--- src/hw/nn_config.svh ---
`ifndef NN_CONFIG_SVH
`define NN_CONFIG_SVH

// datapath widths
`define NN_DATA_W         16 // data and weight fields
`define NN_WORD_W         32 // command word and result value
`define NN_OPNUM_W        16 // window count per command

// window geometry
`define NN_WINDOW         4  // input words per window
`define NN_WINDOW_LOG2    2  // average pooling shift

// buffering
`define NN_CMD_FIFO_DEPTH 8
`define NN_RES_FIFO_DEPTH 8

`endif
--- src/hw/nn_pkg.sv ---
`include "nn_config.svh"

package nn_pkg;

	typedef enum logic [1:0] {
		OP_CONV    = 2'd0,
		OP_MAXPOOL = 2'd1,
		OP_AVEPOOL = 2'd2,
		OP_NOP     = 2'd3
	} op_e;

	typedef enum logic [1:0] {
		ST_IDLE,
		ST_LOAD,
		ST_RUN,
		ST_DONE
	} seq_state_e;

	// host command, opcode in the top two bits
	typedef struct packed {
		op_e                                   op;
		logic [`NN_WORD_W-`NN_OPNUM_W-3:0]     reserved; // ignored
		logic [`NN_OPNUM_W-1:0]                op_num;   // windows to process
	} cmd_word_t;

	typedef struct packed {
		logic [`NN_DATA_W-1:0] data;
		logic [`NN_DATA_W-1:0] weight;
	} data_word_t;

	typedef struct packed {
		op_e                   op;    // tag of the producing command
		logic [`NN_WORD_W-1:0] value;
	} result_t;

	typedef struct packed {
		op_e                    op;
		logic [`NN_OPNUM_W-1:0] op_num;
	} op_ctrl_t;

endpackage

--- src/hw/nn_core_top.sv ---
`include "nn_config.svh"

module nn_core_top (
	input  logic               okClk,
	input  logic               arst_n,
	input  logic               cmd_valid,
	output logic               cmd_ready,
	input  nn_pkg::cmd_word_t  cmd,
	input  logic               data_valid,
	output logic               data_ready,
	input  nn_pkg::data_word_t data,
	output logic               res_valid,
	input  logic               res_ready,
	output nn_pkg::result_t    res,
	output logic               op_done
);
	logic              q_cmd_valid;
	logic              q_cmd_ready;
	nn_pkg::cmd_word_t q_cmd;
	nn_pkg::op_ctrl_t  op_ctrl;
	logic              start;
	logic              win_last;
	logic              op_last;
	logic              word_accepted;
	logic              res_accepted;
	logic              unit_res_valid;
	logic              unit_res_ready;
	nn_pkg::result_t   unit_res;

	// --------------------------------------------------
	// command path
	// --------------------------------------------------
	stream_fifo #(
		.WIDTH ($bits(nn_pkg::cmd_word_t)),
		.DEPTH (`NN_CMD_FIFO_DEPTH)
	) u_cmd_fifo (
		.okClk     (okClk),
		.arst_n    (arst_n),
		.in_valid  (cmd_valid),
		.in_ready  (cmd_ready),
		.in_data   (cmd),
		.out_valid (q_cmd_valid),
		.out_ready (q_cmd_ready),
		.out_data  (q_cmd)
	);

	cmd_sequencer u_cmd_sequencer (
		.okClk        (okClk),
		.arst_n       (arst_n),
		.cmd_valid    (q_cmd_valid),
		.cmd_ready    (q_cmd_ready),
		.cmd          (q_cmd),
		.op_ctrl      (op_ctrl),
		.start        (start),
		.op_last      (op_last),
		.res_accepted (res_accepted),
		.op_done      (op_done)
	);

	window_counter u_window_counter (
		.okClk         (okClk),
		.arst_n        (arst_n),
		.start         (start),
		.op_ctrl       (op_ctrl),
		.word_accepted (word_accepted),
		.res_accepted  (res_accepted),
		.win_last      (win_last),
		.op_last       (op_last)
	);

	// --------------------------------------------------
	// datapath and result buffer
	// --------------------------------------------------
	layer_compute_unit u_layer_compute_unit (
		.okClk         (okClk),
		.arst_n        (arst_n),
		.start         (start),
		.op_ctrl       (op_ctrl),
		.win_last      (win_last),
		.op_last       (op_last),
		.data_valid    (data_valid),
		.data_ready    (data_ready),
		.data          (data),
		.word_accepted (word_accepted),
		.res_valid     (unit_res_valid),
		.res_ready     (unit_res_ready),
		.res           (unit_res),
		.res_accepted  (res_accepted)
	);

	stream_fifo #(
		.WIDTH ($bits(nn_pkg::result_t)),
		.DEPTH (`NN_RES_FIFO_DEPTH)
	) u_res_fifo (
		.okClk     (okClk),
		.arst_n    (arst_n),
		.in_valid  (unit_res_valid),
		.in_ready  (unit_res_ready),
		.in_data   (unit_res),
		.out_valid (res_valid),
		.out_ready (res_ready),
		.out_data  (res)
	);

endmodule

--- src/hw/layer_compute_unit.sv ---
`include "nn_config.svh"

module layer_compute_unit (
	input  logic               okClk,
	input  logic               arst_n,
	input  logic               start,
	input  nn_pkg::op_ctrl_t   op_ctrl,
	input  logic               win_last,
	input  logic               op_last,
	input  logic               data_valid,
	output logic               data_ready,
	input  nn_pkg::data_word_t data,
	output logic               word_accepted,
	output logic               res_valid,
	input  logic               res_ready,
	output nn_pkg::result_t    res,
	output logic               res_accepted
);
	localparam int ACC_W = `NN_WORD_W;

	nn_pkg::op_e      op_q;
	logic             active;
	logic             pend_valid;
	logic [ACC_W-1:0] pend_value;
	logic [ACC_W-1:0] acc;
	logic [ACC_W-1:0] acc_nxt;
	logic [ACC_W-1:0] data_ext;
	logic [ACC_W-1:0] prod;

	assign data_ext      = ACC_W'(data.data); // fields are unsigned
	assign prod          = data_ext * ACC_W'(data.weight);
	assign data_ready    = active && !pend_valid; // stall while a result waits
	assign word_accepted = data_valid && data_ready;
	assign res_valid     = pend_valid;
	assign res_accepted  = res_valid && res_ready;
	assign res.op        = op_q;
	assign res.value     = pend_value;

	// --------------------------------------------------
	// per-word update
	// --------------------------------------------------
	always_comb begin
		case (op_q)
			nn_pkg::OP_CONV:    acc_nxt = acc + prod;                         // wraps mod 2^32
			nn_pkg::OP_MAXPOOL: acc_nxt = (data_ext > acc) ? data_ext : acc;
			nn_pkg::OP_AVEPOOL: acc_nxt = acc + data_ext;
			default:            acc_nxt = acc;
		endcase
	end

	always_ff @(posedge okClk or negedge arst_n) begin
		if (!arst_n) begin
			active     <= 1'b0;
			pend_valid <= 1'b0;
		end else begin
			if (start) begin
				active <= 1'b1;
			end else if (res_accepted && op_last) begin
				active <= 1'b0;
			end
			if (word_accepted && win_last) begin
				pend_valid <= 1'b1;
			end else if (res_accepted) begin
				pend_valid <= 1'b0;
			end
		end
	end

	always_ff @(posedge okClk) begin
		if (start) begin
			op_q <= op_ctrl.op;
			acc  <= '0;
		end else if (word_accepted) begin
			if (win_last) begin
				acc        <= '0; // next window starts clean
				pend_value <= (op_q == nn_pkg::OP_AVEPOOL) ?
					(acc_nxt >> `NN_WINDOW_LOG2) : acc_nxt;
			end else begin
				acc <= acc_nxt;
			end
		end
	end

	// a new command finds the unit idle with no result waiting
	assert property (@(posedge okClk) disable iff (!arst_n)
		(word_accepted || start) |-> !pend_valid && !(start && active));

endmodule

--- src/hw/window_counter.sv ---
`include "nn_config.svh"

module window_counter (
	input  logic             okClk,
	input  logic             arst_n,
	input  logic             start,
	input  nn_pkg::op_ctrl_t op_ctrl,
	input  logic             word_accepted,
	input  logic             res_accepted,
	output logic             win_last,
	output logic             op_last
);
	localparam int IDX_W = `NN_WINDOW_LOG2;
	localparam int OPN_W = `NN_OPNUM_W;

	logic [IDX_W-1:0] word_idx; // position inside the current window
	logic [OPN_W-1:0] win_left; // windows not yet stored

	assign win_last = (word_idx == IDX_W'(`NN_WINDOW - 1));
	assign op_last  = (win_left == OPN_W'(1));

	always_ff @(posedge okClk or negedge arst_n) begin
		if (!arst_n) begin
			word_idx <= '0;
			win_left <= '0;
		end else if (start) begin
			word_idx <= '0;
			win_left <= op_ctrl.op_num;
		end else begin
			if (word_accepted) begin
				word_idx <= win_last ? '0 : word_idx + 1'b1;
			end
			if (res_accepted) begin
				win_left <= win_left - 1'b1; // counts down per stored result
			end
		end
	end

endmodule

--- src/hw/cmd_sequencer.sv ---
module cmd_sequencer (
	input  logic              okClk,
	input  logic              arst_n,
	input  logic              cmd_valid,
	output logic              cmd_ready,
	input  nn_pkg::cmd_word_t cmd,
	output nn_pkg::op_ctrl_t  op_ctrl,
	output logic              start,
	input  logic              op_last,
	input  logic              res_accepted,
	output logic              op_done
);
	nn_pkg::seq_state_e state;
	nn_pkg::seq_state_e state_nxt;
	logic               run_ok;

	assign cmd_ready = (state == nn_pkg::ST_IDLE); // one command in flight at a time
	assign op_done   = (state == nn_pkg::ST_DONE);
	assign run_ok    = (op_ctrl.op != nn_pkg::OP_NOP) && (op_ctrl.op_num != '0);

	// --------------------------------------------------
	// next state
	// --------------------------------------------------
	always_comb begin
		state_nxt = state;
		case (state)
			nn_pkg::ST_IDLE: begin
				if (cmd_valid) begin
					state_nxt = nn_pkg::ST_LOAD;
				end
			end
			nn_pkg::ST_LOAD: begin
				state_nxt = run_ok ? nn_pkg::ST_RUN : nn_pkg::ST_DONE; // nop and empty skip
			end
			nn_pkg::ST_RUN: begin
				if (res_accepted && op_last) begin
					state_nxt = nn_pkg::ST_DONE; // last window stored
				end
			end
			default: begin
				state_nxt = nn_pkg::ST_IDLE;
			end
		endcase
	end

	always_ff @(posedge okClk or negedge arst_n) begin
		if (!arst_n) begin
			state <= nn_pkg::ST_IDLE;
			start <= 1'b0;
		end else begin
			state <= state_nxt;
			start <= (state == nn_pkg::ST_LOAD) && run_ok; // high in the first run cycle
		end
	end

	// FIFO head moves on at the pop edge, so capture it here
	always_ff @(posedge okClk) begin
		if (cmd_valid && cmd_ready) begin
			op_ctrl.op     <= cmd.op;
			op_ctrl.op_num <= cmd.op_num;
		end
	end

	// start and stored results belong to ST_RUN and never meet op_done
	assert property (@(posedge okClk) disable iff (!arst_n)
		(start || res_accepted) |-> (state == nn_pkg::ST_RUN) && !op_done);

endmodule

--- src/hw/stream_fifo.sv ---
module stream_fifo #(
	parameter int WIDTH = 32,
	parameter int DEPTH = 8
) (
	input  logic             okClk,
	input  logic             arst_n,
	input  logic             in_valid,
	output logic             in_ready,
	input  logic [WIDTH-1:0] in_data,
	output logic             out_valid,
	input  logic             out_ready,
	output logic [WIDTH-1:0] out_data
);
	localparam int PTR_W = (DEPTH > 1) ? $clog2(DEPTH) : 1;
	localparam int CNT_W = $clog2(DEPTH + 1);

	logic [WIDTH-1:0] mem [DEPTH];
	logic [PTR_W-1:0] wr_ptr;
	logic [PTR_W-1:0] rd_ptr;
	logic [CNT_W-1:0] count;
	logic             up;     // low until the first edge after reset release
	logic             wr_en;
	logic             rd_en;

	assign in_ready  = up && (count != CNT_W'(DEPTH));
	assign out_valid = (count != '0);
	assign out_data  = mem[rd_ptr]; // head shown without a read cycle
	assign wr_en     = in_valid && in_ready;
	assign rd_en     = out_valid && out_ready;

	always_ff @(posedge okClk or negedge arst_n) begin
		if (!arst_n) begin
			wr_ptr <= '0;
			rd_ptr <= '0;
			count  <= '0;
			up     <= 1'b0;
		end else begin
			up <= 1'b1;
			if (wr_en) begin
				wr_ptr <= (wr_ptr == PTR_W'(DEPTH - 1)) ? '0 : wr_ptr + 1'b1;
			end
			if (rd_en) begin
				rd_ptr <= (rd_ptr == PTR_W'(DEPTH - 1)) ? '0 : rd_ptr + 1'b1;
			end
			count <= count + CNT_W'(wr_en) - CNT_W'(rd_en);
		end
	end

	always_ff @(posedge okClk) begin
		if (wr_en) begin
			mem[wr_ptr] <= in_data;
		end
	end

	// when full the write pointer sits on the head entry and no write may land there
	assert property (@(posedge okClk) disable iff (!arst_n)
		(count == CNT_W'(DEPTH)) |-> (wr_ptr == rd_ptr) && !wr_en);

endmodule

--- config.mk ---
export PLATFORM = sky130hd
export DESIGN_NAME = nn_core_top
export DESIGN_NICKNAME = d
export VERILOG_FILES = /design/src/hw/nn_pkg.sv /design/src/hw/nn_core_top.sv /design/src/hw/layer_compute_unit.sv /design/src/hw/window_counter.sv /design/src/hw/cmd_sequencer.sv /design/src/hw/stream_fifo.sv
export VERILOG_INCLUDE_DIRS = /design/src /design/src/hw
export SDC_FILE = /design/constraint.sdc
export NUM_CORES = 1
export LEC_CHECK = 0
export BUFFER_PORTS_ARGS = -buffer_cell sky130_fd_sc_hd__buf_4
export CORE_UTILIZATION = 44
export CTS_CLUSTER_DIAMETER = 40
export DETAILED_ROUTE_END_ITERATION = 16
export GPL_TIMING_DRIVEN = 0
export PLACE_DENSITY = 0.6
export SYNTH_ARGS = -nofsm -noshare
export SYNTH_HDL_FRONTEND = slang
export SYNTH_SLANG_ARGS = --single-unit
--- constraint.sdc ---
create_clock -name okClk -period 6.1 [get_ports okClk]
set_input_delay 1.22 -clock okClk [delete_from_list [all_inputs] [get_ports okClk]]
set_output_delay 1.22 -clock okClk [all_outputs]
set_load 0.02 [all_outputs]
Word-level counts from Yosys, hierarchy flattened
Memories as Yosys holds them, arrays and structs flattened. A register that Yosys moved wholly into a read port is not among the register bits. Index checks and enable logic that the tools add are counted.

Register bits after elaboration: 110. RAM bits: 528. Output and inout bits: 38. Word-level logic and storage cells: 99. Memories kept: 2.

Memory list: u_res_fifo.mem (words 8, width 34, rd ports 1, clocked after memory_dff 0, wr ports 1, line stream_fifo.sv:17) `logic [WIDTH-1:0] mem [DEPTH];`; u_cmd_fifo.mem (words 8, width 32, rd ports 1, clocked after memory_dff 1, wr ports 1, line stream_fifo.sv:17).

$add $sub $neg: 12. Multipliers: 1. Order comparisons: 1. Equal/unequal tests: 16. Multiplexer cells: 25. Bitwise logic cells: 1. Reduce and logical (&&, ||, !) cells: 24.

Operators with widths (number): 32-bit one-hot mux with 3 select lines (1); 32-bit two-way mux (2); 32-bit by 16-bit adder with 32-bit output (1); 32-bit adder (1); 16-bit by 32-bit greater-than comparator with 1-bit output (1); 16-bit by 16-bit multiplier with 32-bit output (1); 16-bit two-way mux (2); 30-bit two-way mux (1); 16-bit by 1-bit == test with 1-bit output, second input constant (1); 16-bit nonzero test (1); 16-bit by 1-bit subtractor with 16-bit output, second input constant (1); 3-bit by 1-bit adder with 3-bit output, second input constant (4); 3-bit == test, second input constant (4); 1-bit logical AND (12); 3-bit two-way mux (4); 2-bit two-way mux (5); 1-bit two-way mux (9); 4-bit by 1-bit adder with 4-bit output (2); 2-bit == test, second input constant (4); 4-bit != test, second input constant (2); 2-bit nonzero test (4); 4-bit nonzero test (2); 4-bit by 1-bit subtractor with 4-bit output (2); 2-bit one-hot mux with 3 select lines (1); other kinds (9) (12).

Depth between registers and ports, before layout
Depth in word-level cells: 6. Gate-level depth with buffers: 24.

Modules after synthesis
Synthesis repeated with hierarchy kept, for this count alone.

Cells, all modules: 2766. Area, all modules: 37756.2 sq um.

By module, submodules not included: layer_compute_unit (times used 1, cells each 1726, area an instance 14511.4 sq um, seq. area each 1711.6 sq um); stream_fifo at u_res_fifo (times used 1, cells each 456, area an instance 11136.9 sq um, seq. area each 8443.1 sq um); stream_fifo at u_cmd_fifo (times used 1, cells each 431, area an instance 10296.1 sq um, seq. area each 7962.6 sq um); window_counter (times used 1, cells each 108, area an instance 1003.5 sq um, seq. area each 450.4 sq um); cmd_sequencer (times used 1, cells each 45, area an instance 808.3 sq um, seq. area each 615.6 sq um).

Worst setup path after synthesis
OpenSTA, ideal clock, no wires.

Path type: input port to flip-flop. Start point: input data[29] in the netlist's numbering. End point: register u_layer_compute_unit.pend_value[30], data pin. Library setup time: 265 ps. Arrival time: 6765 ps. Data required time: 5835 ps. Setup slack: -930 ps. Cell stages on the path: 21. Buffers on the path: 2. Cells stage by stage: clkbuf_1 -> clkbuf_1 -> nand2_1 -> fa_1 -> fa_1 -> fa_1 -> inv_1 -> fa_1 -> fa_1 -> inv_1 -> fa_1 -> inv_1 -> ha_1 -> nand2_1 -> nor2_1 -> o41a_1 -> nand4b_1 -> a221o_1 -> a2111o_1 -> nand3_1 -> nor2_1.

Word-level cells in the longest chain between the ends: 3. Elaborated cells on any way between the ends: 6. Classes of those cells: add/sub: 2; mul: 1; order compare: 1; mux: 2.

Ends and longest elaborated chain: start: declaration (line nn_core_top.sv:11) `input nn_pkg::data_word_t data,`; 16-bit by 16-bit multiplier with 32-bit output / 16-bit by 32-bit greater-than comparator with 1-bit output (equally long branches) (line layer_compute_unit.sv:31, layer_compute_unit.sv:45); 32-bit adder / 32-bit two-way mux (equally long branches) (line layer_compute_unit.sv:44, layer_compute_unit.sv:45); 32-bit one-hot mux with 3 select lines (*) (line layer_compute_unit.sv:43) `case (op_q)`; end signal: assignment (line layer_compute_unit.sv:76) `pend_value <= (op_q == nn_pkg::OP_AVEPOOL) ?`; end: declaration (line layer_compute_unit.sv:24) `logic [ACC_W-1:0] pend_value;`.

Every way passes the cells marked *; elsewhere a longest branch is shown, timed or not. A chain may end at the register's enable or synchronous reset.

Final worst setup path
Start point: input data[22] in the netlist's numbering. End point: register u_layer_compute_unit.pend_value[30], data pin.

The elaborated chain is that of the path after synthesis.

==> summary.md <==
| Metric | Value |
|---|---|
| # H-tree levels | `3` |
| Clock Sinks | `544` |
| Number of flops mapped to enable cells by yosys | `468` |
| Overall die width | `276 µm` |
| Ys async rst share | `8.09%` |
| Critical path arrival | `roughly 7 ns` |
| Synth unique cells | `86` |
| Number of global-route vias before repair | `between 20000 and 25000` |
| Final setup fails | `27` |
| Top FF cell, synth | `edfxtp_1` |
| Vias/cell | `5.43` |
| Post-route core utilization | `54.9%` |
| Syn_nets | `3056` |
| Clock tree buffer depth | `3` |
| Synthesized area | `0.0331 mm²` |
| Final Hold Fails | `0` |
| Effective utilization at floorplan | `44.4%` |
| Area Overhead vs Synth | `23.5%` |
| Hold Buf Count CTS | `0` |
| Area contributors post-synth | `edfxtp_1, fa_1, mux4_2` |
| Post-route ant nets | `0` |
| Global-route wire length before repair | `134000 µm` |
| Io pins | `107` |
| Routed WL | `87800 µm` |
| Fin crit period | `6.60 ns` |
| Largest net degree at the start of global routing | `45` |
| Drt pass-1 iters | `5` |
| Gpl congestion | `0.925` |
| Post-Synthesis Cells | `between 2000 and 3000` |
| Fmax | `151 MHz` |
| Port Buf Inserts | `92` |
| Std cell rows | `100` |
| Largest area contributor in the netlist | `edfxtp_1` |
| Ys Warns | `0` |
| Core area | `between 0.07 and 0.08 mm²` |
| Maxcap violations | `0` |
| Layout cell share with drive strength beyond 1 | `26.4%` |
| Root Buffer | `clkbuf_16` |
| Slew margin rel. | `19.7%` |
| Synth top area share | `42.5%` |
| Yosys reg bits | `544` |
| CP Capture Type | `register` |
| Clk slew on worst S/H paths | `0.06 ns` |
| Via count | `around 21000` |
| Critical Path RT | `6.47 ns` |
| Multi-input logic area | `0.0165 mm²` |
| Number of antenna violations at the first check in global routing | `0` |
| Worst hold path class | `register to register` |
| CTS tree | `built` |
| Worst hold slack | `around 0.48 ns` |
| Initial DRC count | `roughly 1600` |
| Period utilization | `108%` |
| Clock Latency Late Sink | `0.64 ns` |
| Avg Cell Area, Syn | `12.7 µm²` |
| Total GRT Usage | `23.2%` |
| Fillers | `6065` |
| Failing checks | `negative setup slack` |
| Worst slack at placement | `-1.74 ns` |
| Worst-Margin Slew | `1.20 ns` |
| CTS Buf Count | `76` |
| CP Class | `input pin to register` |
| Status | `finished with violations` |
| RSZ-0062 raised after global routing | `true` |
| Die ar. | `between 0.07 and 0.08 mm²` |
| Register area | `0.0158 mm²` |
| Layout Skew | `0.0558 ns` |
| Final HPWL DP | `65200 µm` |
| Max-slew violations | `0` |
| Final WS setup | `-0.504 ns` |
| Setup TNS | `-5.96 ns` |
| Seq/Total Area, Yosys | `47.7%` |
| CP Max Fanout | `6` |
| Die Ht | `276 µm` |
| Grt total ovfl | `0` |
| Startpoint Class | `input pin` |
| DRC | `0` |
| Nets@finish | `roughly 3400` |
| Drt wl/cell | `approximately 22 µm` |
| # diodes | `0` |
-- flip-flops by register name (all words and copies together), names as in the netlist --
signal and count:
u_res_fifo.up 1, u_layer_compute_unit.op_q 2, u_layer_compute_unit.res_valid 1, u_cmd_fifo.wr_ptr 3, u_res_fifo.rd_ptr 3, u_res_fifo.wr_ptr 3
u_cmd_sequencer.start 1, u_layer_compute_unit.pend_value 32, u_cmd_fifo.count 4, u_window_counter.word_idx 2, u_layer_compute_unit.acc 32, u_cmd_fifo.mem 144
u_layer_compute_unit.active 1, u_cmd_fifo.rd_ptr 3, u_cmd_sequencer.state 2, u_window_counter.win_left 16, u_res_fifo.mem 272, u_cmd_sequencer.op_ctrl 18
u_res_fifo.count 4
-- area by class of cell --
class	count	area share [%]
inverters	382	3.51
clock inverters	53	1.59
clock buffers	88	5.02
multi-input cells	1563	40.4
plain buffers	110	2.35
well taps	969	2.97
repair buffers	234	5.52
flip-flops and latches	544	38.7
-- metal layers --
metal / up-vias / part of all wire [%] / GRT usage [%]
met5: - / 0 / 0
met2: 661 / 48 / 38.9
met4: 0 / 3.1 / 7.66
met3: 169 / 5.4 / 3.68
met1: 10800 / 43 / 30.7
li1: 9730 / - / -
-- Yosys cell counts (25+ instances only) --
cell,instances
clkbuf_1,98
o21ai_0,40
nor2_1,61
a21oi_1,64
ha_1,158
fa_1,228
and2_1,124
nor3_1,40
mux4_2,104
xor2_1,25
mux2_2,62
xnor2_1,39
dfxtp_1,32
dfrtp_1,44
nand2_1,265
a21o_1,25
edfxtp_1,468
inv_1,379
o21ai_1,38
-- timing repair --
action / in CTS / in global routing
gates resized for setup: 188 / 131
buffers inserted: 55 / 50
endpoints found under the setup margin: 41 / 39
cloned: 1 / 0
pin swaps: 83 / 98
-- through the flow --
stage / std cells / instance area (µm²)
finish: 3943 / 40900
global route: 3943 / 40900
CTS: 3896 / 40000
detailed placement: 3700 / 36000
global placement: 3662 / 35400
floorplan: 2601 / 33500
-- worst paths after layout --
check                                                    startpoint                                                end  slack [ns]  cells past startpoint
setup / recovery                                           data[22]  u_layer_compute_unit.pend_value[30]$_SDFFCE_PP0P_       -0.50                     23
hold / removal              u_layer_compute_unit.active$_DFFE_PN0P_            u_layer_compute_unit.active$_DFFE_PN0P_        0.48                      1
setup reg to reg           u_layer_compute_unit.acc[9]$_SDFFE_PP0P_  u_layer_compute_unit.pend_value[30]$_SDFFCE_PP0P_        0.74                     17
hold reg to reg             u_layer_compute_unit.active$_DFFE_PN0P_            u_layer_compute_unit.active$_DFFE_PN0P_        0.48                      1
max in group asynchronous                                    arst_n                   u_res_fifo.wr_ptr[2]$_DFFE_PN0P_        5.04                      1
min in group asynchronous                                    arst_n                   u_cmd_fifo.wr_ptr[1]$_DFFE_PN0P_        0.62                      1
-- logic make-up (layout without fill, tap and decap cells) --
kind of cell	after synthesis	in the layout	synth area share, %
buffers and inverters	494	867	5.63
DFF	544	544	47.7
and+or+nand+nor	611	611	8.98
xor gates and xnor gates	64	64	1.69
AOI/OAI and AO/OA	325	325	6.69
muxes	176	176	9.49
other	1	1	0.0113
adders and majority gates	386	386	19.8
-- worst max-delay path, cell delays in order --
cell       delay, ns
buf_16          0.08
clkbuf_16       0.13
nand2_2         0.06
fa_1            0.54
inv_1           0.05
fa_1            0.49
inv_2           0.04
fa_1            0.52
inv_1           0.06
fa_2            0.50
fa_1            0.56
inv_2           0.04
fa_1            0.51
inv_2           0.05
ha_4            0.25
nand2_4         0.08
nor2_2          0.04
o41a_1          0.40
nand4b_1        0.25
a221o_1         0.48
a2111o_1        0.44
nand3_4         0.14
nor2_4          0.04
-- placed cells by master (no fill, tap or decap), types with 12 or more instances in the layout --
master,netlist,layout
a21o_1,25,25
fa_1,228,203
nor4_1,14,12
nand2b_1,19,19
o21ai_1,38,35
inv_1,379,348
clkbuf_16,0,97
nand2_2,0,14
and2_4,0,16
buf_8,0,16
o21a_1,15,14
nand2_1,265,247
clkbuf_1,98,68
nor3_1,40,28
o21ai_0,40,35
nor2_1,61,50
ha_1,158,140
xor2_1,25,21
ha_4,0,17
dfxtp_1,32,32
buf_6,1,47
buf_12,0,15
inv_2,1,32
xnor2_1,39,32
fa_2,0,25
mux4_2,104,104
a21oi_2,0,14
nand3_1,19,14
a21oi_1,64,47
mux2_2,62,61
clkinv_2,0,15
and2_1,124,108
edfxtp_1,468,468
dfrtp_1,44,44
buf_4,0,162
Power is not shown: default switching activity piles up to over one toggle a cycle in this logic, so the estimate is an artifact.
